--- config.mk ---
export PLATFORM = sky130hd
export DESIGN_NAME = bridge_word_loader
export DESIGN_NICKNAME = d
export VERILOG_FILES = /design/src/hdl/tama_pkg.sv /design/src/hdl/bridge_word_loader.sv
export VERILOG_INCLUDE_DIRS = /design/src /design/src/include
export SDC_FILE = /design/constraint.sdc
export NUM_CORES = 1
export LEC_CHECK = 0
export ABC_AREA = 1
export BUFFER_PORTS_ARGS = -buffer_cell sky130_fd_sc_hd__buf_2
export CELL_PAD_IN_SITES_DETAIL_PLACEMENT = 0
export CELL_PAD_IN_SITES_GLOBAL_PLACEMENT = 1
export CORE_MARGIN = 3
export CORE_UTILIZATION = 31
export DETAILED_ROUTE_END_ITERATION = 12
export PLACE_DENSITY_LB_ADDON = 0.05
export SYNTH_ARGS = -nofsm -noshare
export SYNTH_HDL_FRONTEND = slang
export SYNTH_SLANG_ARGS = --single-unit
--- constraint.sdc ---
create_clock -name clk_32_768 -period 1.5 [get_ports clk_32_768]
set_input_delay 0.075 -clock clk_32_768 [delete_from_list [all_inputs] [get_ports clk_32_768]]
set_output_delay 0.075 -clock clk_32_768 [all_outputs]
set_load 0.05 [all_outputs]
--- src/include/tama_settings.svh ---
/*
  Shared constants for the handheld-emulation glue logic.
  Bridge addresses, divider reload counts and program memory sizes.
  Included by the RTL and by the testbench model.
*/

`ifndef TAMA_SETTINGS_SVH
`define TAMA_SETTINGS_SVH

//////////////////////////////////////////////////////////////////////
// bridge register map

`define TAMA_ADDR_SOUND   32'h0000_0010
`define TAMA_ADDR_TURBO   32'h0000_0100
`define TAMA_ADDR_CANCEL  32'h0000_0104

// upper address nibble of the program download window
`define TAMA_ROM_WINDOW   4'h1

//////////////////////////////////////////////////////////////////////
// divider reload counts per turbo speed

`define TAMA_RELOAD_1X    400
`define TAMA_RELOAD_4X    100
`define TAMA_RELOAD_50X   8
// max speed runs at the 50x rate for now
`define TAMA_RELOAD_MAX   8

//////////////////////////////////////////////////////////////////////
// memory and audio sizes

`define TAMA_ROM_DEPTH    8192
`define TAMA_BUZZER_BITS  13
// minimum cycles between two ROM window writes
`define TAMA_LOADER_GAP   3

`endif

--- src/hdl/tama_pkg.sv ---
/*
  Types shared by the glue logic modules and the testbench.
  Referenced by scoped name from each file that needs them.
*/

package tama_pkg;

  // bridge address and data
  typedef logic [31:0] bridge_word_t;

  // turbo speed setting, encoded as the bridge writes it
  typedef enum logic [1:0] {
    speed_1x  = 2'd0,
    speed_4x  = 2'd1,
    speed_50x = 2'd2,
    speed_max = 2'd3
  } turbo_speed_t;

  // program memory word address, byte address bits 13:1
  typedef logic [12:0] rom_addr_t;

  // stored program word
  typedef logic [15:0] rom_word_t;

  // fetch data seen by the CPU
  typedef logic [11:0] fetch_data_t;

  // divider down-counter
  typedef logic [9:0] div_count_t;

  // audio level to the serializer
  typedef logic [14:0] audio_sample_t;

endpackage

--- src/hdl/bridge_word_loader.sv ---
/*
  Splits 32-bit bridge writes in the ROM window into two 16-bit
  program word writes, high half first at byte address A, then the
  low half at A+2, on the two cycles after the bridge strobe.
*/

`timescale 1ns/10ps

`include "tama_settings.svh"

module bridge_word_loader (
  input  logic                   clk_32_768,
  input  logic                   reset_turbo_s,
  input  tama_pkg::bridge_word_t bridge_addr,
  input  logic                   bridge_wr,
  input  tama_pkg::bridge_word_t bridge_wr_data,
  output logic                   word_wr,
  output tama_pkg::rom_addr_t    word_addr,
  output tama_pkg::rom_word_t    word_data
);

  logic                rom_hit;
  logic                low_pending;
  tama_pkg::rom_word_t low_half;

  assign rom_hit = bridge_wr && (bridge_addr[31:28] == `TAMA_ROM_WINDOW);

  // strobe and pending flag
  always_ff @(posedge clk_32_768) begin
    if (reset_turbo_s) begin
      word_wr     <= 1'b0;
      low_pending <= 1'b0;
    end else begin
      word_wr     <= rom_hit || low_pending;
      low_pending <= rom_hit;
    end
  end

  // payload, big endian on the bridge
  always_ff @(posedge clk_32_768) begin
    if (rom_hit) begin
      word_addr <= bridge_addr[13:1];
      word_data <= bridge_wr_data[31:16];
      low_half  <= bridge_wr_data[15:0];
    end else if (low_pending) begin
      // next word, byte address plus two
      word_addr <= word_addr + tama_pkg::rom_addr_t'(1);
      word_data <= low_half;
    end
  end

  // no back-pressure, the host has to leave room for both halves
  rom_write_gap_a : assert property (
    @(posedge clk_32_768) disable iff (reset_turbo_s)
    rom_hit |=> !rom_hit [* (`TAMA_LOADER_GAP - 1)]
  );

endmodule

Word-level counts from Yosys, hierarchy flattened
Cells that the tools add are included.
{"block": "classes", "n_addsub": 1, "n_eq_ne": 1, "n_mux": 4, "reduce_logical": 3}
{"cell": "$mux 16", "count": 2}
{"cell": "$mux 13", "count": 2}
{"cell": "$add 13x1->13 const B", "count": 1}
{"cell": "$eq 4x1->1 const B", "count": 1}
{"cell": "$reduce_bool 2->1", "count": 1}
{"cell": "$logic_and 1x1->1", "count": 1}
{"cell": "$logic_or 1x1->1", "count": 1}
{"block": "totals", "regBits": 47, "output_inout_bits": 30, "elab_cells": 14}

Longest topological paths before layout
{"block": "logic_depth", "depth_word": 3, "mapped_depth": 7, "ltp_nobuf": 7}

Worst setup path after synthesis
No wires, ideal clock.
{"block": "synth_path", "kind": "flip-flop to flip-flop", "start": "register word_addr[0]", "end": "register word_addr[6], data pin", "arrival_time_ns": 1.490, "path_slack_ns": -0.243, "stages_incl_launch_ff": 7, "synth_period_minus_slack_ns": 1.743, "path_cell_list": "edfxtp_1 > ha_1 > nand3_1 > nor2_1 > or2_2 > nand3_1 > nand2_1"}
{"block": "synth_between", "elab_chain_len": 3}
{"item": "start, declared", "line": "bridge_word_loader.sv:18", "text": "output tama_pkg::rom_addr_t word_addr,"}
{"item": "start signal, assigned", "line": "bridge_word_loader.sv:42", "text": "word_addr <= bridge_addr[13:1];"}
{"item": "start signal, assigned", "line": "bridge_word_loader.sv:47", "text": "word_addr <= word_addr + tama_pkg::rom_addr_t'(1);"}
{"item": "$add 13x1->13", "line": "bridge_word_loader.sv:47"}
{"item": "$mux 13", "line": "bridge_word_loader.sv:45", "text": "end else if (low_pending) begin"}
{"item": "$mux 13", "line": "bridge_word_loader.sv:41", "text": "if (rom_hit) begin"}
Every way passes these cells. The select of a mux whose other input is x is not followed.
A chain may end at the register's enable or synchronous reset.

Worst setup path after layout
{"block": "layout_path", "start": "register word_addr[1]", "end": "register word_addr[6], data pin"}
Same word-level chain as after synthesis.

==> key figures <==
Critical path
  – CP required: 1.56 ns
  – Highest-delay cell along the critical path: edfxtp_1
  – CP max stage delay: 0.44 ns
  – CP Capture Type: register
  – Kind of start point of the critical path: register
  – CP max FO: 3
  – CP Cell Sequence: ha_4 -> nand3_2 -> nor2_1 -> or2_2 -> nand3_1 -> nand2_1
  – Worst Path Arrival: 1.44 ns
  – Worst setup path class: register to register

Routing
  – Vias after detailed routing: 1620
  – First DRT Iteration DRCs: 46
  – Drt via density: 4.23
  – Iteration count of the initial detailed-routing pass: 4
  – DRC Markers: 0
  – Final WL: 4.63 mm
  – Routed len/inst: 12.1 um
  – ANT nets after route: 0

Clock network
  – Num CTS Buffers: 5
  – TritonCTS clock tree: yes
  – Clk buf depth: 2
  – Post-CTS sizing: 0
  – Setup bufs post-CTS: 0
  – H-tree depth: 2
  – CTS root buffer: clkbuf_8
  – CTS Sinks: 47
  – Clock latency on the worst-skew pair: 0.30 ns
  – Clock transition at path regs: 0.09 ns

GRT
  – Global Route Usage Sum: 12.3%
  – Initial antenna violation count: 0
  – First-pass GRT wire length: 7.37 mm
  – Gr ovfl total: 0
  – Vias in the first global route: 1655
  – Pin count of the biggest net entering global routing: 30

Placement
  – RePlAce Congestion: 0.722
  – Dpl hpwl: 3.31 mm
  – Placed insts: 358
  – Port buffer count: 81

Synth
  – Synth Area in Adders: 0.595%
  – Post-synthesis cell count: 198
  – Largest family of logic cells by synthesized area: simple AND/OR/NAND/NOR gates
  – #FFs+latches synth: 47
  – Avg Cell Area, Syn: 10.6 um^2
  – Post-synth cell types: 20
  – Sequential-to-total area share from yosys stat: 66.2%
  – Synth Area in Compound Gates: 2.38%
  – Simple logic cell fraction of the synthesized area: 23.9%
  – Syn nets: 266
  – Synth Area in XOR/XNOR: 1.67%
  – Yosys warns: 0
  – Netlist Area Pre-Place: 2100 um^2
  – Mux cell area share after synthesis: 0%

Pwr
  – PD cells: 847 nW/um^2
  – Lkg Pwr: 0.00128 uW
  – Maximum VDD drop: 0.437 mV

Floorplanning
  – Chip height: 88.4 um
  – Die area: 7810 um^2
  – Ports: 97
  – Initial Utilization: 32.6%
  – Die Wd: 88.4 um
  – Rows: 29
  – Core Region: 6460 um^2

Layout
  – Area Overhead vs Synth: 38.3%
  – Most frequent cells in the layout: nand2_1, buf_2, edfxtp_1
  – # diodes: 0
  – Final Net Count: 373
  – Non-filler cells, final: 383
  – Fraction of layout cells with a size suffix above 1: 35.9%
  – Commonest non-fill, non-tap cell in the layout: nand2_1

Min path
  – Hold/Removal Path Class: input pin to register

STA
  – Crit share post-route: 92.5%
  – Achievable frequency: 0.720 GHz
  – Hold Fails Final Rpt: 0
  – Unrepaired setup endpoints after global routing: false
  – Setup violation total in the final timing report: 0
  – Final Skew: 0.0101 ns
  – Min Tclk post-route: 1.39 ns
  – Worst slew pin tran: 0.256 ns
  – Setup TNS: 0 ns
  – Max Slew Vio Count: 0
  – Max-slew headroom: 82.9%

Outcome
  – Status: complete, no violations

Flow run
  – Max_cap viols: 0
[cell families (layout without fill, tap and decap cells)]
group                      count (synthesis)  count (layout)
AOI/OAI and AO/OA                          7               7
and+or+nand+nor                          121             121
buffers and inverters                     18             126
DFF                                       47              47
xor gates and xnor gates                   4               4
adders and majority gates                  1               1
[power breakdown]
part	switching, uW	internal (uW)
sequential	11.2	1460
clock	425	330
combinational	130	110
[cell usage after synthesis]
| cell | number | area [um^2] |
|---|---|---|
| a21oi_1 | 1 | 5.00 |
| nand2_1 | 91 | 342 |
| nand3_2 | 1 | 10.0 |
| nor2_2 | 3 | 18.8 |
| nor3_2 | 1 | 10.0 |
| or2_2 | 1 | 6.26 |
| edfxtp_1 | 45 | 1350 |
| xnor2_1 | 1 | 8.76 |
| a21oi_4 | 1 | 16.3 |
| xor2_1 | 3 | 26.3 |
| nand4_1 | 3 | 18.8 |
| o21ai_0 | 4 | 20.0 |
| dfxtp_1 | 2 | 40.0 |
| o21ai_2 | 1 | 8.76 |
| inv_2 | 1 | 3.75 |
| inv_1 | 11 | 41.3 |
| nand3_1 | 14 | 70.1 |
| nor2_1 | 7 | 26.3 |
| ha_1 | 1 | 12.5 |
| buf_6 | 6 | 67.6 |
[worst paths after layout]
check                               from                 endpoint  slack (ns)  cells after the start
setup / recovery  word_addr[1]$_DFFE_PP_   word_addr[6]$_DFFE_PP_        0.11                      6
hold / removal        bridge_wr_data[30]  word_data[14]$_DFFE_PP_        0.04                      3
setup reg to reg  word_addr[1]$_DFFE_PP_   word_addr[6]$_DFFE_PP_        0.11                      6
hold reg to reg   low_pending$_SDFF_PP0_       word_wr$_SDFF_PP0_        0.52                      2
[layer usage]
metal,vias up,part of all wire [%],global-route usage (%)
li1,868,-,-
met1,706,43,14.2
met2,42,51,22.1
met3,4,5.5,3.45
met4,0,0.91,3.71
met5,-,0,0
[worst max-delay path: cells and delay by family (launching register included)]
kind	cells	cell delay [ns]
simple gates	5	0.51
flops	1	0.44
fa+ha+maj	1	0.20
[registers in the layout (all words and copies together) (netlist names)]
| name | count |
|---|---|
| word_addr | 13 |
| low_pending | 1 |
| word_data | 16 |
| low_half | 16 |
| word_wr | 1 |
[area by class of cell]
class,count,area (um^2)
well taps,77,96.3
clock buffers,6,72.6
clock inverters,2,13.8
repair buffers,106,661
inverters,12,45.0
fillers,622,3550
flip-flops and latches,47,1390
multi-input cells,133,629
[timing repair]
| item | in CTS | in global routing |
|---|---|---|
| endpoints found under the hold margin | 18 | 0 |
| hold buffers | 17 | 0 |
| setup endpoints to repair | 0 | 0 |
[metrics by stage]
stage	utilization, %	total power, uW	hold slack (ns)	setup WS, ns	area, um^2
floorplan	-	1610	0.135	-0.166	2130
global placement	41.1	1710	0.251	0.117	2650
finish	45.0	2460	0.0371	0.112	2910
CTS	45.0	2510	0.0275	0.103	2910
detailed placement	41.1	1710	0.253	0.118	2650
global route	45.0	2590	0.0296	0.00325	2910
(Power assumes the default switching activity.)
