[config.mk]
export PLATFORM = sky130hd
export DESIGN_NAME = turbo_clock_divider
export DESIGN_NICKNAME = d
export VERILOG_FILES = /design/src/hdl/tama_pkg.sv /design/src/hdl/turbo_clock_divider.sv
export VERILOG_INCLUDE_DIRS = /design/src /design/src/include
export SDC_FILE = /design/constraint.sdc
export NUM_CORES = 1
export LEC_CHECK = 0
export ABC_CLOCK_PERIOD_IN_PS = 1400
export BUFFER_PORTS_ARGS = -buffer_cell sky130_fd_sc_hd__buf_4
export CAP_MARGIN = 20
export CELL_PAD_IN_SITES_DETAIL_PLACEMENT = 1
export CELL_PAD_IN_SITES_GLOBAL_PLACEMENT = 1
export CORE_AREA = 2 2 44 46
export CTS_CLUSTER_DIAMETER = 40
export DETAILED_ROUTE_END_ITERATION = 12
export DIE_AREA = 0 0 46 48
export PLACE_DENSITY = 0.67
export SLEW_MARGIN = 20
export SYNTH_ARGS = -nofsm -noshare
export SYNTH_HDL_FRONTEND = slang
export SYNTH_SLANG_ARGS = --single-unit
[constraint.sdc]
create_clock -name clk_32_768 -period 1.4 [get_ports clk_32_768]
set_input_delay 0.07 -clock clk_32_768 [delete_from_list [all_inputs] [get_ports clk_32_768]]
set_output_delay 0.07 -clock clk_32_768 [all_outputs]
set_load 0.01 [all_outputs]
[src/include/tama_settings.svh]
/*
  Shared constants for the handheld-emulation glue logic.
  Bridge addresses, divider reload counts and program memory sizes.
  Included by the RTL and by the testbench model.
*/

`ifndef TAMA_SETTINGS_SVH
`define TAMA_SETTINGS_SVH

//////////////////////////////////////////////////////////////////////
// bridge register map

`define TAMA_ADDR_SOUND   32'h0000_0010
`define TAMA_ADDR_TURBO   32'h0000_0100
`define TAMA_ADDR_CANCEL  32'h0000_0104

// upper address nibble of the program download window
`define TAMA_ROM_WINDOW   4'h1

//////////////////////////////////////////////////////////////////////
// divider reload counts per turbo speed

`define TAMA_RELOAD_1X    400
`define TAMA_RELOAD_4X    100
`define TAMA_RELOAD_50X   8
// max speed runs at the 50x rate for now
`define TAMA_RELOAD_MAX   8

//////////////////////////////////////////////////////////////////////
// memory and audio sizes

`define TAMA_ROM_DEPTH    8192
`define TAMA_BUZZER_BITS  13
// minimum cycles between two ROM window writes
`define TAMA_LOADER_GAP   3

`endif

[src/hdl/tama_pkg.sv]
/*
  Types shared by the glue logic modules and the testbench.
  Referenced by scoped name from each file that needs them.
*/

package tama_pkg;

  // bridge address and data
  typedef logic [31:0] bridge_word_t;

  // turbo speed setting, encoded as the bridge writes it
  typedef enum logic [1:0] {
    speed_1x  = 2'd0,
    speed_4x  = 2'd1,
    speed_50x = 2'd2,
    speed_max = 2'd3
  } turbo_speed_t;

  // program memory word address, byte address bits 13:1
  typedef logic [12:0] rom_addr_t;

  // stored program word
  typedef logic [15:0] rom_word_t;

  // fetch data seen by the CPU
  typedef logic [11:0] fetch_data_t;

  // divider down-counter
  typedef logic [9:0] div_count_t;

  // audio level to the serializer
  typedef logic [14:0] audio_sample_t;

endpackage

[src/hdl/turbo_clock_divider.sv]
/*
  CPU clock enable generator. A reloading down-counter gives clk_en
  once per period and clk_2x_en twice, the period set by turbo speed.
  A new speed is picked up at the next reload.
*/

`timescale 1ns/10ps

`include "tama_settings.svh"

module turbo_clock_divider (
  input  logic                   clk_32_768,
  input  logic                   reset_turbo_s,
  input  tama_pkg::turbo_speed_t turbo_speed,
  output logic                   clk_en,
  output logic                   clk_2x_en
);

  tama_pkg::div_count_t reload_value;
  tama_pkg::div_count_t count;

  // speed to reload count
  always_comb begin
    case (turbo_speed)
      tama_pkg::speed_4x:  reload_value = tama_pkg::div_count_t'(`TAMA_RELOAD_4X);
      tama_pkg::speed_50x: reload_value = tama_pkg::div_count_t'(`TAMA_RELOAD_50X);
      tama_pkg::speed_max: reload_value = tama_pkg::div_count_t'(`TAMA_RELOAD_MAX);
      default:             reload_value = tama_pkg::div_count_t'(`TAMA_RELOAD_1X);
    endcase
  end

  always_ff @(posedge clk_32_768) begin
    if (reset_turbo_s) begin
      count     <= tama_pkg::div_count_t'(`TAMA_RELOAD_1X);
      clk_en    <= 1'b0;
      clk_2x_en <= 1'b0;
    end else begin
      clk_en    <= 1'b0;
      clk_2x_en <= 1'b0;
      if (count == '0) begin
        count     <= reload_value;
        clk_en    <= 1'b1;
        clk_2x_en <= 1'b1;
      end else begin
        count <= count - tama_pkg::div_count_t'(1);
        // second edge half way through the period
        if (count == (reload_value >> 1)) begin
          clk_2x_en <= 1'b1;
        end
      end
    end
  end

  // the CPU expects both edges on a full-rate tick
  en_with_2x_a : assert property (
    @(posedge clk_32_768) disable iff (reset_turbo_s)
    $rose(clk_en) |-> clk_2x_en
  );

endmodule

-- Yosys cells after proc, flatten, opt, wreduce, memory -nomap -nowiden
Cells that the tools add are included.
- flip-flop bits (word level): 12
- logic and storage cells: 15
- input port bits: 4
- output and inout port bits: 2
- reduce and logical (&&, ||, !) cells: 2
- eq/ne operators: 4
- $add $sub $neg: 1
- mux-type cells: 5
- operators with widths (operator ; number):
    one-hot mux 9 bit (2 select lines) ; 1
    == test 10 x 9 -> 1 bit ; 1
    logical NOT 10 bit ; 1
    two-way mux 10 bit ; 1
    subtractor 10 x 1 -> 10 bit (second input constant) ; 1
    == test 2 bit (second input constant) ; 2
    two-way mux 1 bit ; 3
    == test 2 x 1 -> 1 bit (second input constant) ; 1
    OR reduction 2 bit ; 1

-- Logic depth before layout (Yosys ltp)
- depth in word-level cells: 6
- gate-level depth with buffers: 6
- depth with buffers taken out: 6

-- Worst setup path after synthesis
Ideal clock, no wire load.
- kind: register to register
- start point: reg count[0]
- end point: reg count[8]
- data required time: 1278 ps
- stages on the path, launching flop included: 7
- path slack: 17 ps
- buffers on the path: 0
- period minus slack after synthesis: 1383 ps
- library setup time: 122 ps
- arrival: 1261 ps
- cells stage by stage: dfxtp_1 > inv_1 > ha_1 > nor2b_1 > and2_1 > nand2_1 > a221o_1
- cells in the longest elaborated chain, start to end: 2
- elaborated cells between the ends (all ways): 3
- classes of those cells: 1 x add/sub; 1 x mux; 1 x reduce/logical
- RTL lines (element ; line ; text):
    start, declared ; turbo_clock_divider.sv:20 ; tama_pkg::div_count_t count;
    start signal, assigned ; turbo_clock_divider.sv:34 ; count <= tama_pkg::div_count_t'(`TAMA_RELOAD_1X);
    start signal, assigned ; turbo_clock_divider.sv:41 ; count <= reload_value;
    start signal, assigned ; turbo_clock_divider.sv:45 ; count <= count - tama_pkg::div_count_t'(1);
    subtractor 10 x 1 -> 10 bit or logical NOT 10 bit (tied branches) ; turbo_clock_divider.sv:45, turbo_clock_divider.sv:40 ;
    two-way mux 10 bit * ; turbo_clock_divider.sv:40 ; if (count == '0) begin
Every way passes the cells marked *; elsewhere a longest branch is shown, timed or not.
A chain may end at the register's enable or synchronous reset.

-- Final worst setup path
- start point: reg count[7]
- end point: reg clk_2x_en
- cells in the longest elaborated chain, start to end: 3
- elaborated cells between the ends (all ways): 4
- classes of those cells: 1 x eq/ne; 2 x mux; 1 x reduce/logical
- RTL lines (element ; line ; text):
    == test 10 x 9 -> 1 bit ; turbo_clock_divider.sv:47 ; if (count == (reload_value >> 1)) begin
    two-way mux 1 bit ; turbo_clock_divider.sv:47 ;
    two-way mux 1 bit * ; turbo_clock_divider.sv:40 ;
    end signal, assigned ; turbo_clock_divider.sv:39 ; clk_2x_en <= 1'b0;
    end signal, assigned ; turbo_clock_divider.sv:43 ; clk_2x_en <= 1'b1;
    end signal, assigned ; turbo_clock_divider.sv:48 ; clk_2x_en <= 1'b1;
    end, declared ; turbo_clock_divider.sv:16 ; output logic clk_2x_en
Marked as above.

==> reports/results.txt <==
The detailed router finished its first iteration with 10 violations. Number of buffers added by the clock tree synthesis step: 3. The total die area is 2210 um2, and the port buffer count is 5. For this run, the leading register cell type out of synthesis is dfxtp_1. The vertical die dimension is 48 um, and the delay of the slowest cell on the worst path is 510 ps. The run gives 2 as the deepest clock path buffer count. The most critical setup path has its endpoint at clk_2x_en. The tools report the setup slack of the most critical reg-to-reg path as 10 ps.

The wire length of the first global-routing pass came out at 2770 um. The worst-case vdd ir drop is 0.000759 V. Once the floorplan was initialized, standard cells occupied 34.4% of the core. Ranked by total cell area, the synthesized netlist is headed by dfxtp_1, nor2_1, xnor2_1, xor2_1, nor3_1.

The DRC violation count after routing was 0; the detailed placement HPWL was 1290 um. The first detailed-routing pass took 4 iterations. Each instance of the synthesized netlist takes up on average 8.82 um2. The worst min-delay path category was in2reg. Cells fill 51.4% of the core in the end. The critical path starts at count[7].

The most instantiated library cell after synthesis is dfxtp_1. The worst setup path is launched from a flop. After technology mapping, the gate count stands at 66. The routed wire length per instance is 17.0 um. The via count of the first global-routing pass is 558. The tools report the total global routing overflow as 0. The nature of the critical path endpoint is a flop.

The logs give 582 um2 for the cell area after synthesis and 6.02 ps for the clock tree skew after final layout. The register clock-pin slew on the reported worst setup and hold paths was 90 ps; the area growth from synthesis to layout was 49.2%. The width of the die was 46 um; the worst-case hold slack was 38.5 ps. The logs give 29 for the distinct cell type count after synthesis and 6 for the I/O pin total.

The endpoint identified for the worst register-to-register timing path is clk_2x_en. The tools report the launching point of the worst reg2reg path as count[7]. Counting the fill cells in the layout gives 204. The power density of the placed cells works out to 1200 nW/um2. For this design, the slowest cell found on the critical path is or4_1.

The upper clock frequency limit was 720 MHz; the number of cells on the worst reg-to-reg path was 4. For the number of max-slew violations in the final report, the log shows 0. The number of H-tree levels is 1. The commonest cells after synthesis are dfxtp_1, nor2_1, nor3_1. The proportion of netlist area held by the largest area contributor works out to 41.3%. Walking the worst path, the cells encountered are buf_4, or4_1, a22oi_2, a31o_1. The diode insertion count for antenna repair came out at 0. The placeable core region is 1690 um2. The TritonCTS sink count came out at 12. The run finished with clean final reports. The leading area contributor after synthesis was dfxtp_1.

In this run the post-CTS setup repair buffer count came out at 0. The kind of critical path was reg2reg. The final net count was 97; the pin count of the biggest net entering global routing was 12.

In this run the tightest slew margin relative to its limit is 75.2%. At the end of routability-driven placement, the weighted congestion stood at 0.801. The period utilization was 99.3%; the leakage power figure was 0.000340 uW. Setup repair after global routing could not meet its margin everywhere.

The routed design has 1840 um of wire. In the routed layout, each cell is associated on average with a via count of 5.45. The share of the yosys chip area belonging to registers is 41.3%, and the fraction of layout instances using a drive strength above 1 is 45.1%. The worst path in the final design needs a cycle of 1390 ps, including I/O delays and setup. The run gives 0 as the remaining antenna violation count. Clock latency on the worst-skew pair, taken at its later pin, is 280 ps. Share of flip-flops with an asynchronous set or reset: 0%. Number of antenna violations at the first check in global routing: 0. In the global route stage, overall resource usage came out at 18.7%. The required time at the worst-slack endpoint was 1630 ps; the count of final setup violators was 0.

The register bit count reported by yosys is 12, and the total nets after synthesis is 71. Across the run, the number of max-cap violations was 0. TritonCTS built the clock tree. The run gives 0 as the warning count from the yosys run. The transition time of the tightest slew-check pin is 371 ps. The number of failing hold endpoints at the final stage is 0. The cell sitting at the root of the clock tree is a clkbuf_4. The detailed-route via count was 589.

Of all nets on the critical path, the largest fanout is 5. The number of flops mapped to enable cells by yosys was 0; the hold-fix buffer count after cts was 0. The initialized floorplan defines 15 standard-cell rows.

At the worst endpoint, the arrival time is 1620 ps.
[worst max-delay path, delay by kind of cell, from the launching register on]
| kind | cells | cell delay, ps |
|---|---|---|
| simple gates | 1 | 510 |
| flops | 1 | 340 |
| compound gates | 2 | 320 |
| buf+inv | 1 | 160 |
[area by class of cell]
cell class / count / area (um2) / area share [%]
timing repair buffer: 22 / 165 / 19.0
clock buffer: 4 / 36.3 / 4.18
sequential: 12 / 245 / 28.2
inverter: 2 / 7.51 / 0.865
tap: 17 / 21.3 / 2.45
multi-input combinational: 51 / 393 / 45.2
[power breakdown]
group | internal [uW] | switching (uW) | leakage [uW]
sequential | 382 | 52.4 | 0.0000987
clock | 158 | 133 | 0.0000210
combinational | 167 | 153 | 0.000220
[cells by family (layout without fill, tap and decap cells)]
family                     Yosys count  count (layout)  synth area share (%)
buffers and inverters                3              28                  1.94
muxes                                1               1                  1.72
and+or+nand+nor                     33              33                  31.4
AOI/OAI and AO/OA                    9               9                  11.0
xor gates and xnor gates             7               7                  10.5
adders and majority gates            1               1                  2.15
DFF                                 12              12                  41.3
[layer usage]
| metal | up-vias | routed length, um | track usage, % |
|---|---|---|---|
| met5 | - | 0 | 0 |
| met4 | 0 | 34 | 10.3 |
| met3 | 4 | 27 | 3.40 |
| met2 | 6 | 930 | 29.7 |
| met1 | 292 | 844 | 23.8 |
| li1 | 287 | - | - |
[metrics by stage]
step	setup slack (ps)	cells	power, uW	area, um2	TNS [ps]
detailed placement	-110	104	711	764	-449
finish	10.5	108	1050	868	0
global route	-35.1	108	1110	868	-90.4
CTS	3.34	108	1020	827	0
global placement	-89.7	104	692	764	-116
floorplan	16.9	66	572	582	0
[placed cells by master, fill, tap and decap left out]
cell	instances
and3_1	1
a211oi_1	1
o21ai_1	1
nand2b_1	1
nor2_1	10
mux2i_1	1
nor3_4	1
a221o_1	1
nand2_2	1
nor2b_1	1
or4_1	2
nor3_1	5
nor4_4	1
nand4_1	2
nand3b_1	1
o21a_1	1
clkbuf_4	3
dfxtp_2	4
nand3_1	1
inv_2	2
dfxtp_1	8
and2_4	1
nand3_4	1
a31o_1	1
clkbuf_8	1
xnor2_1	4
nor2b_4	1
xor2_1	3
ha_4	1
a22oi_2	1
buf_4	22
nand2_1	1
nor3b_2	1
a21oi_1	2
o21bai_1	1
nor4_1	1
[how the worst min path moves through the flow]
stage	from	end	slack, ps	cells past startpoint
finish	reset_turbo_s	count[1]	40	2
global placement	reset_turbo_s	count[3]	330	2
global route	reset_turbo_s	count[1]	50	2
detailed placement	reset_turbo_s	count[1]	340	2
floorplan	turbo_speed[1]	count[3]	250	2
CTS	reset_turbo_s	count[9]	30	2
[timing repair]
item | in CTS | in global routing
endpoints found under the setup margin | 8 | 7
resized for setup | 6 | 13
pin swaps | 0 | 4
[registers in the layout (all words and copies together) (netlist names)]
| name | count |
|---|---|
| clk_en | 1 |
| clk_2x_en | 1 |
| count | 10 |
No activity file was read; power rests on OpenSTA's default activity.
