<file path="src/include/tama_settings.svh">
/*
  Shared constants for the handheld-emulation glue logic.
  Bridge addresses, divider reload counts and program memory sizes.
  Included by the RTL and by the testbench model.
*/

`ifndef TAMA_SETTINGS_SVH
`define TAMA_SETTINGS_SVH

//////////////////////////////////////////////////////////////////////
// bridge register map

`define TAMA_ADDR_SOUND   32'h0000_0010
`define TAMA_ADDR_TURBO   32'h0000_0100
`define TAMA_ADDR_CANCEL  32'h0000_0104

// upper address nibble of the program download window
`define TAMA_ROM_WINDOW   4'h1

//////////////////////////////////////////////////////////////////////
// divider reload counts per turbo speed

`define TAMA_RELOAD_1X    400
`define TAMA_RELOAD_4X    100
`define TAMA_RELOAD_50X   8
// max speed runs at the 50x rate for now
`define TAMA_RELOAD_MAX   8

//////////////////////////////////////////////////////////////////////
// memory and audio sizes

`define TAMA_ROM_DEPTH    8192
`define TAMA_BUZZER_BITS  13
// minimum cycles between two ROM window writes
`define TAMA_LOADER_GAP   3

`endif

</file>
<file path="src/hdl/tama_pkg.sv">
/*
  Types shared by the glue logic modules and the testbench.
  Referenced by scoped name from each file that needs them.
*/

package tama_pkg;

  // bridge address and data
  typedef logic [31:0] bridge_word_t;

  // turbo speed setting, encoded as the bridge writes it
  typedef enum logic [1:0] {
    speed_1x  = 2'd0,
    speed_4x  = 2'd1,
    speed_50x = 2'd2,
    speed_max = 2'd3
  } turbo_speed_t;

  // program memory word address, byte address bits 13:1
  typedef logic [12:0] rom_addr_t;

  // stored program word
  typedef logic [15:0] rom_word_t;

  // fetch data seen by the CPU
  typedef logic [11:0] fetch_data_t;

  // divider down-counter
  typedef logic [9:0] div_count_t;

  // audio level to the serializer
  typedef logic [14:0] audio_sample_t;

endpackage

</file>
<file path="src/hdl/bridge_settings.sv">
/*
  Host-visible settings registers: sound disable, turbo speed and
  cancel turbo on event. Writes land one cycle after the strobe,
  the turbo speed reads back combinationally.
*/

`timescale 1ns/10ps

`include "tama_settings.svh"

module bridge_settings (
  input  logic                   clk_32_768,
  input  logic                   reset_turbo_s,
  input  tama_pkg::bridge_word_t bridge_addr,
  input  logic                   bridge_wr,
  input  tama_pkg::bridge_word_t bridge_wr_data,
  input  logic                   cancel_pulse,
  output tama_pkg::bridge_word_t bridge_rd_data,
  output tama_pkg::turbo_speed_t turbo_speed,
  output logic                   disable_sound,
  output logic                   cancel_on_event
);

  //////////////////////////////////////////////////////////////////////
  // write decode

  always_ff @(posedge clk_32_768) begin
    if (reset_turbo_s) begin
      disable_sound   <= 1'b0;
      turbo_speed     <= tama_pkg::speed_1x;
      cancel_on_event <= 1'b0;
    end else begin
      if (bridge_wr) begin
        case (bridge_addr)
          `TAMA_ADDR_SOUND: begin
            disable_sound <= bridge_wr_data[0];
          end
          `TAMA_ADDR_TURBO: begin
            turbo_speed <= tama_pkg::turbo_speed_t'(bridge_wr_data[1:0]);
          end
          `TAMA_ADDR_CANCEL: begin
            cancel_on_event <= bridge_wr_data[0];
          end
          default: ;
        endcase
      end
      // buzzer event drops back to 1x, even over a host write
      if (cancel_pulse) begin
        turbo_speed <= tama_pkg::speed_1x;
      end
    end
  end

  //////////////////////////////////////////////////////////////////////
  // read mux

  always_comb begin
    bridge_rd_data = '0;
    if (bridge_addr == `TAMA_ADDR_TURBO) begin
      bridge_rd_data = {30'b0, turbo_speed};
    end
  end

  // a cancel from the buzzer side always lands at 1x
  cancel_to_1x_a : assert property (
    @(posedge clk_32_768) disable iff (reset_turbo_s)
    cancel_pulse |=> (turbo_speed == tama_pkg::speed_1x)
  );

endmodule

</file>
<file path="config.mk">
export PLATFORM = sky130hd
export DESIGN_NAME = bridge_settings
export DESIGN_NICKNAME = d
export VERILOG_FILES = /design/src/hdl/tama_pkg.sv /design/src/hdl/bridge_settings.sv
export VERILOG_INCLUDE_DIRS = /design/src /design/src/include
export SDC_FILE = /design/constraint.sdc
export NUM_CORES = 1
export LEC_CHECK = 0
export ABC_CLOCK_PERIOD_IN_PS = 1600
export BUFFER_PORTS_ARGS = -buffer_cell sky130_fd_sc_hd__buf_2
export CAP_MARGIN = 40
export CORE_MARGIN = 2
export CORE_UTILIZATION = 27
export DETAILED_ROUTE_END_ITERATION = 16
export PLACE_DENSITY_LB_ADDON = 0.05
export SLEW_MARGIN = 20
export SYNTH_ARGS = -nofsm -noshare
export SYNTH_HDL_FRONTEND = slang
export SYNTH_SLANG_ARGS = --single-unit
</file>
<file path="constraint.sdc">
create_clock -name clk_32_768 -period 1.6 [get_ports clk_32_768]
set_clock_uncertainty 0.15 [all_clocks]
set_input_delay 0.08 -clock clk_32_768 [delete_from_list [all_inputs] [get_ports clk_32_768]]
set_output_delay 0.08 -clock clk_32_768 [all_outputs]
set_load 0.03 [all_outputs]
</file>
# Yosys cells after proc, flatten, opt, wreduce, memory -nomap -nowiden
# Cells that the tools add are included.
# word_totals
ff_bits	4
in_bits	68
output_inout_bits	36
wordCells	11
# op_classes
n_eq_ne	3
n_mux	1
n_reduce_logical	4
# op_table
op	count
32-bit by 9-bit == test with 1-bit output, second input constant	2
32-bit by 5-bit == test with 1-bit output, second input constant	1
2-bit AND reduction	3
2-bit two-way mux	1
2-bit OR reduction	1

# Logic depth before layout (Yosys ltp)
# Gate-level depths: netlist (run 1).
# logic_depth
depth_word	2
depth_mapped	4
mapped_depth_nobuf	4

# Worst setup path before layout (run 1)
# No wires, ideal clock.
# synth_timing
path_type	input to output
start	input bridge_addr[25]
end	output bridge_rd_data[0]
arrival_ns	1.092
t_required_ns	1.370
setup_slack_ns	0.278
path_stages	4
path_buffers	0
cell_sequence	nor4_2 -> nand4_2 -> nor3_1 -> and2_1
# synth_between
elab_chain_cells	2
# synth_lines
element	line_no	text
start, declared	bridge_settings.sv:14	input tama_pkg::bridge_word_t bridge_addr,
32-bit by 9-bit == test with 1-bit output	n/a	
2-bit two-way mux	bridge_settings.sv:59	if (bridge_addr == `TAMA_ADDR_TURBO) begin
end, declared	bridge_settings.sv:18	output tama_pkg::bridge_word_t bridge_rd_data,
# Every way passes these cells.

# Worst setup path in the final report (run 1)
# layout_timing
start	input bridge_addr[25]
end	output bridge_rd_data[1]
# Same word-level chain as after synthesis.

==> run summary, run 1 <==
Worst EP arrival: 1210 ps
Chip Height: 50.9 um
Hold Fails Final Rpt: 0
P_sw: 0.000164 W
CP max FO: 3
Final nets: 190
Total iterations of the first detailed-routing run: 2
Non-filler cells, final: 147
Root buf cell: clkbuf_4
Setup TNS: 0 ps
Layout area overhead: 36.3%
Hold Path Depth: 3
Max Cap Viol: 0
Switching Fraction: 41.5%
Most frequent cells in the layout: buf_2 (43), conb_1 (30), nor4_2 (7)
Static leakage: 0.409 nW
CP required: 1370 ps
Critical path class: primary input to primary output
Reg power frac: 25.4%
Dpl hpwl: 1050 um
CTS tree: built
H-tree depth: 1
Row cnt: 16
CP Capture Type: primary output
Outcome: finished clean
DR DRC count: 0
Placement Cell Area: 733 sq um
Placed Cells: 139
Clock power frac: 31.0%
Clock Tree Buf Depth: 2
Power per cell area: 489 mW/mm^2
Yosys warns: 0
CTS Sinks: 4
Mapped Avg Cell Area: 8.60 sq um
Final Slew Violations: 0
IO buf count: 43
Post-route cell area: 808 sq um
Vias in the first global route: 488
Most common cell after layout, fill and taps aside: buf_2
DRT Wirelength: 1170 um
Hold/Removal Path Class: primary input to flop
Via total after detailed routing: 561
CTS clk-pin slew, worst paths: 40 ps
Via-to-Cell Ratio: 3.82
DP Worst Slack: 47.5 ps
Routed Antenna Nets: 0
Clock latency on the worst-skew pair: 230 ps
Ports: 104
R2R cell count: 2
Post-synth top area share: 38.0%
Largest net degree at the start of global routing: 5
GRT Util Overall: 9.56%
Post-synthesis sequential area ratio: 13.5%
First-pass GRT wire length: 1880 um
Number of synthesized register bits: 4
Grt ovf: 0
Unique masters post-synth: 16
Pint: 0.000231 W
Fraction of layout cells with a size suffix above 1: 50.0%
Peak supply drop: 0.000328 V
Initial DRC Count: 2
Register area: 80.1 sq um
CTS buffer count: 3
Area leader, netlist: buf_4
Starting Density: 29.3%
Core box area: 0.00202 sq mm
Placer Congestion: 0.634
Comb pwr share: 43.6%
Die Width: 50.9 um
Area occupied by multi-input gates: 393 sq um
Filler instances: 223
Routed len/inst: 7.93 um
Die area: 0.00259 sq mm
CP Launch Type: primary input
Final period util: 89.8%
Synth Instances: 69
Ranking of synthesized cells by area: buf_4 (38%), nor4_2 (15%), dfxtp_1 (14%)
Crit path time final: 1440 ps
Unrepaired setup endpoints after global routing: false
Fmax: 696 MHz
Initial antenna violation count: 0
Setup violators final: 0
Final worst setup slack: 163 ps
Mapped Area: 593 sq um
Diodes inserted: 0
## cells in the mapped netlist (all sizes together)
master,n
buf,30
nor4,9
nand2,5
dfxtp,4
mux2i,4
nand2b,3
nand4,3
nor2,3
and2,2
nor3,2
clkinv,1
conb,1
inv,1
nor4b,1
## cell type report
cell class / count / share of cell area (%)
Clock buffer: 3 / 2.79
Inverter: 2 / 1.08
Multi-Input combinational cell: 62 / 48.6
Sequential cell: 4 / 9.91
Tap cell: 27 / 4.18
Timing Repair Buffer: 49 / 33.4
## timing repair
item | CTS | global route
buffers inserted | 0 | 1
resized for setup | 0 | 1
hold endpoints to repair | 3 | 0
hold buffers | 4 | 0
endpoints found under the setup margin | 0 | 2
## registers in the layout, indices dropped and copies added, names as in the netlist
register,flops
cancel_on_event,1
disable_sound,1
turbo_speed,2
## logic make-up (layout without fill, tap and decap cells)
| family | count (synthesis) | count (layout) | share of synthesized area [%] |
|---|---|---|---|
| muxes | 4 | 4 | 6.75 |
| DFF | 4 | 4 | 13.5 |
| buffers and inverters | 32 | 54 | 39.5 |
| other | 1 | 30 | 0.632 |
| and+or+nand+nor | 28 | 28 | 39.7 |
## worst max-delay path: stages
cell and delay (ps):
buf_2 100, nor4_2 290, nand4_2 200, nor3_2 210
and2_1 140, buf_2 190
## power groups by stage
stage | sequential, W | combinational [W] | clock, W
floorplan | 0.000102 | 0.000165 | 0
global placement | 0.000102 | 0.000163 | 0
detailed placement | 0.000102 | 0.000164 | 0
CTS | 0.000100 | 0.000172 | 0.000133
global route | 0.000100 | 0.000186 | 0.000140
finish | 0.000100 | 0.000172 | 0.000122
## path summary, 6_finish.rpt
path / end / slack (ps) / start
worst min-delay path: turbo_speed[1] / 60 / bridge_addr[2]
worst max register to register: turbo_speed[0] / 860 / turbo_speed[0]
worst max-delay path: bridge_rd_data[1] / 160 / bridge_addr[25]
worst min register to register: turbo_speed[1] / 320 / turbo_speed[1]
## per-layer routing
layer | track usage, % | wire [um] | vias to the layer above
li1 | - | - | 282
met1 | 10.0 | 398 | 238
met2 | 16.2 | 582 | 39
met3 | 2.92 | 180 | 2
met4 | 6.76 | 5 | 0
met5 | 0 | 0 | -
## stage by stage
stage                     total power [W]  hold WS [ps]  util, %
after global placement           0.000265           180     36.3
after global routing             0.000426          77.0     40.0
final                            0.000395          59.0     40.0
after CTS                        0.000405          44.5     39.4
after floorplan                  0.000267          72.1        -
after detailed placement         0.000266           193     36.3
Power figures use the tool's default switching activity.
==> inputs of run 2 (changes only) <==
Settings changed: ABC_AREA set to 1, CORE_UTILIZATION 27 to 28.
==> run summary, run 2 <==
Outcome: finished clean
Diodes inserted: 0 (unchanged)
Starting Density: 29.7% (+0.36 points)
Reg power frac: 24.9% (-0.5 points)
Filler instances: 273 (+22%)
Dpl hpwl: 1180 um (+13%)
Comb pwr share: 43.2% (-0.4 points)
Unrepaired setup endpoints after global routing: false
Peak supply drop: 0.000199 V (-40%)
Initial DRC Count: 4 (+2)
CP required: 1570 ps (+200 ps)
Largest regs: turbo_speed (2), cancel_on_event (1), disable_sound (1)
Synth Instances: 122 (+77%)
Hold Fails Final Rpt: 0 (unchanged)
Ports: 104 (unchanged)
Static leakage: 0.504 nW (+23%)
Final worst setup slack: 133 ps (-30.0 ps)
Most used DFF post-synth: dfxtp_1
Post-synthesis sequential area ratio: 12.2% (-1.3 points)
Largest net degree at the start of global routing: 7 (+2)
Area leader, netlist: buf_4
Grt ovf: 0 (unchanged)
Pint: 0.000231 W (about the same)
DRT Wirelength: 1330 um (+14%)
Final Slew Violations: 0 (unchanged)
CTS clk-pin slew, worst paths: 40 ps (about the same)
Critical path class: primary input to flop
Synth top cells by count: nor2_1 (32), buf_4 (30), nand2_1 (26)
Setup violators final: 0 (unchanged)
Switching Fraction: 42.4% (+0.99 points)
CP max FO: 3 (unchanged)
Chip Height: 52.4 um (+3.1%)
DP Worst Slack: 284 ps (+237 ps)
P_sw: 0.000171 W (+4.2%)
Routed Antenna Nets: 0 (unchanged)
Max reg flops: 2 (unchanged)
DR DRC count: 0 (unchanged)
Number of synthesized register bits: 4 (unchanged)
Final nets: 241 (+27%)
Placer Congestion: 0.733 (+16%)
Total iterations of the first detailed-routing run: 4 (+2)
Power per cell area: 471 mW/mm^2 (-3.7%)
Post-synth top area share: 34.3% (-3.7 points)
Most common cell after layout, fill and taps aside: buf_2
Clock power frac: 31.9% (+0.9 points)
First-pass GRT wire length: 2170 um (+16%)
Worst EP arrival: 1430 ps (+220 ps)
H-tree depth: 1 (unchanged)
Most frequent cells in the layout: buf_2 (43), nor2_1 (32), conb_1 (30)
Most flop-heavy register: turbo_speed
Vias in the first global route: 602 (+23%)
Via-to-Cell Ratio: 3.68 (-3.6%)
Post-CTS resize count: 0 (unchanged)
CTS buffer count: 3 (unchanged)
Post-synth ARST share: 0% (unchanged)
Final period util: 91.7% (+1.9 points)
Routed len/inst: 6.67 um (-16%)
Crit path time final: 1470 ps (+30.0 ps)
Fraction of layout cells with a size suffix above 1: 30.4% (-20 points)
Initial antenna violation count: 0 (unchanged)
Ranking of synthesized cells by area: buf_4 (34%), nor2_1 (18%), nand2_1 (15%)
Mapped Area: 657 sq um (+11%)
Fmax: 682 MHz (-2.0%)
Post-synth EDFFs: 0 (unchanged)
CTS tree: built
Clock latency on the worst-skew pair: 230 ps (about the same)
Unique masters post-synth: 9 (-7)
Via total after detailed routing: 732 (+30%)
CTS Sinks: 4 (unchanged)
Clock Tree Buf Depth: 2 (unchanged)
Mapped Avg Cell Area: 5.38 sq um (-37%)
Hold/Removal Path Class: primary input to flop
Setup TNS: 0 ps (unchanged)
IO buf count: 43 (unchanged)
Max Cap Viol: 0 (unchanged)
Die area: 0.00275 sq mm (+6.3%)
Most common cell in the netlist: nor2_1
Setup Fix Bufs, Post-CTS: 0 (unchanged)
Row cnt: 17 (+1)
Core box area: 0.00221 sq mm (+9.4%)
Yosys warns: 0 (unchanged)
GRT Util Overall: 10.4% (+0.81 points)
Layout area overhead: 29.9%
Die Width: 52.4 um (+3.1%)
CP Capture Type: flop
Root buf cell: clkbuf_4
CP Launch Type: primary input
==> run 2: worst max-delay path, stage by stage <==
cell and delay [ps]:
dlygate4sd3_1 540, buf_2 140, nor2_1 90, nor2_1 50, dlygate4sd3_1 540
==> run 2: final timing paths <==
path,from,to,slack (ps),cells past startpoint
max reg2reg,disable_sound,disable_sound,300,5
min,bridge_wr_data[1],turbo_speed[1],30,5
min reg2reg,turbo_speed[1],turbo_speed[1],340,2
max,bridge_wr_data[0],disable_sound,130,5
==> run 2: cells by family (layout without fill, tap and decap cells) <==
kind of cell           after synthesis  count (layout)  synth area share (%)
DFF                                  4               4                  12.2
and+or+nand+nor                     67              67                  41.1
other                                1              30                 0.571
buffers and inverters               48              68                  44.6
AOI/OAI and AO/OA                    2               2                  1.52
==> run 2: layout make-up <==
cell class	count	area (sq um)	share of cell area, %
Sequential cell	4	80.1	9.38
Tap cell	28	35.0	4.11
Inverter	18	67.6	7.92
Timing Repair Buffer	47	255	29.9
Multi-Input combinational cell	99	393	46.0
Clock buffer	3	22.5	2.64
==> run 2: routing by layer <==
| metal | track usage, % | vias up | routed length, um |
|---|---|---|---|
| li1 | - | 391 | - |
| met1 | 11.5 | 300 | 484 |
| met2 | 19.4 | 41 | 694 |
| met3 | 1.71 | 0 | 149 |
| met4 | 3.85 | 0 | 0 |
| met5 | 0 | - | 0 |
==> run 2: power groups by stage <==
stage          clock, W  sequential (W)  combinational (W)
3_3_place_gp          0        0.000102           0.000166
5_1_grt        0.000137        0.000100           0.000191
6_report       0.000128        0.000100           0.000174
2_1_floorplan         0        0.000102           0.000173
3_5_place_dp          0        0.000102           0.000167
4_1_cts        0.000130        0.000100           0.000175
==> run 2: repair_timing <==
action / in CTS / in global routing
setup endpoints to repair: 0 / 1
hold buffers: 5 / 0
endpoints found under the hold margin: 4 / 0
==> run 2: metrics by stage <==
step	util [%]	total power (W)	cells	hold slack [ps]	area (sq um)
after floorplan	-	0.000275	151	64.9	766
after global placement	35.7	0.000268	192	189	791
after detailed placement	35.7	0.000269	192	189	791
after CTS	39.0	0.000405	200	18.5	863
after global routing	38.6	0.000428	199	90.3	853
final	38.6	0.000402	199	32.2	853
==> inputs of run 3 (changes only) <==
Settings changed: CORE_MARGIN 2 to 3.
==> run summary, run 3 (synthesis results as in run 2) <==
Outcome: finished clean
Setup TNS: 0 ps (unchanged)
Non-filler cells, final: 199 (unchanged)
Power consumption: 0.000402 W (about the same)
Hold buffers post-CTS: 5 (unchanged)
Die area: 0.00296 sq mm (+7.8%)
Critical-path top delay cell: dlygate4sd3_1
Largest net degree at the start of global routing: 7 (unchanged)
CP max FO: 2 (-1)
Core box area: 0.00208 sq mm (-5.9%)
Peak supply drop: 0.000254 V (+28%)
CP required: 1630 ps (+60 ps)
Most flop-heavy register: turbo_speed
Row cnt: 16 (-1)
Max Cap Viol: 0 (unchanged)
Via total after detailed routing: 747 (+2.0%)
Initial antenna violation count: 0 (unchanged)
GRT Util Overall: 9.28% (-1.1 points)
Max reg flops: 2 (unchanged)
Chip Height: 54.4 um (+3.8%)
Fmax: 679 MHz (-0.48%)
Fraction of layout cells with a size suffix above 1: 30.2% (-0.18 points)
Worst EP arrival: 1500 ps (+70 ps)
Root buf cell: clkbuf_4
Most frequent cells in the layout: buf_2 (43), nor2_1 (32), conb_1 (30)
Unrepaired setup endpoints after global routing: false
Critical path class: primary input to flop
H-tree depth: 1 (unchanged)
Total iterations of the first detailed-routing run: 5 (+1)
CTS tree: built
CP Launch Type: primary input
Clock Tree Buf Depth: 2 (unchanged)
Static leakage: 0.509 nW (+1.1%)
CTS Sinks: 4 (unchanged)
First-pass GRT wire length: 2060 um (-5.1%)
IO buf count: 43 (unchanged)
Crit path buf inv count: 3 (unchanged)
Dpl hpwl: 1270 um (+7.7%)
Via-to-Cell Ratio: 3.75 (+2.0%)
Crit path time final: 1470 ps (+7.01 ps)
CTS buffer count: 3 (unchanged)
Diodes inserted: 0 (unchanged)
Layout area overhead: 31.2%
CTS clk-pin slew, worst paths: 40 ps (about the same)
Die Width: 54.4 um (+3.8%)
Clock latency on the worst-skew pair: 230 ps (about the same)
Final period util: 92.1% (+0.44 points)
Placer Congestion: 0.724 (-1.2%)
Placed Cells: 191 (-0.52%)
Crit path cell chain: dlygate4sd3_1, buf_2, nor2_1, dlygate4sd3_1, nand2_1, nor2_1
CP Capture Type: flop
Filler instances: 250 (-8.4%)
Crit-path leading delay family: buffers and inverters
Setup violators final: 0 (unchanged)
Setup Fix Bufs, Post-CTS: 0 (unchanged)
Hold/Removal Path Class: primary input to flop
Power per cell area: 467 mW/mm^2 (-0.93%)
Final Slew Violations: 0 (unchanged)
Routed len/inst: 7.06 um (+5.8%)
Hold Fails Final Rpt: 0 (unchanged)
Final nets: 242 (+0.41%)
Initial DRC Count: 7 (+3)
DR DRC count: 0 (unchanged)
Post-route cell area: 862 sq um (+1.0%)
Largest regs: turbo_speed (2), cancel_on_event (1), disable_sound (1)
Grt ovf: 0 (unchanged)
Routed Antenna Nets: 0 (unchanged)
DRT Wirelength: 1410 um (+5.8%)
Post-CTS resize count: 0 (unchanged)
Ports: 104 (unchanged)
Slowest Stage Delay on Critical Path: 570 ps (+30 ps)
Most common cell after layout, fill and taps aside: buf_2
Vias in the first global route: 586 (-2.7%)
Starting Density: 31.6% (+1.9 points)
Placement Cell Area: 790 sq um (-0.16%)
[run 3: final timing paths]
| path | startpoint | end | slack [ps] | depth (start not counted) |
|---|---|---|---|---|
| hold / removal | bridge_wr_data[1] | turbo_speed[1] | 20 | 5 |
| setup / recovery | cancel_pulse | turbo_speed[0] | 130 | 6 |
| hold reg to reg | turbo_speed[0] | turbo_speed[0] | 350 | 2 |
| setup reg to reg | cancel_on_event | cancel_on_event | 320 | 5 |
[run 3: layout make-up]
cell class | count | area, sq um | area share (%)
inverters | 18 | 67.6 | 7.84
flip-flops and latches | 4 | 80.1 | 9.29
well taps | 27 | 33.8 | 3.92
clock buffers | 3 | 22.5 | 2.61
repair buffers | 48 | 265 | 30.8
multi-input cells | 99 | 393 | 45.6
[run 3: report_power, final]
part | switching [W] | internal [W] | total [W] | leakage (nW)
logic | 0.000127 | 0.0000487 | 0.000176 | 0.463
registers | 0.0000000000000127 | 0.000100 | 0.000100 | 0.0322
clock network | 0.0000422 | 0.0000840 | 0.000126 | 0.0138
total | 0.000169 | 0.000233 | 0.000402 | 0.509
[run 3: worst register-to-register path, cell delays in order (launching register included)]
cell	delay, ps
dfxtp_1	290
inv_1	50
nand2_1	50
nand2_1	50
nor2_1	30
dlygate4sd3_1	540
[run 3: layer usage]
layer / track usage (%) / routed length (um)
met3: 3.27 / 251
met2: 16.9 / 664
met5: 0 / 0
met1: 9.52 / 489
met4: 3.73 / 0
[run 3: through the flow]
step	hold slack (ps)	utilization (%)	worst slack (ps)
after detailed placement	199	37.9	302
after global placement	194	37.9	308
final	16.0	41.4	126
after floorplan	64.9	-	363
after CTS	12.6	41.4	132
after global routing	41.8	41.4	31.5
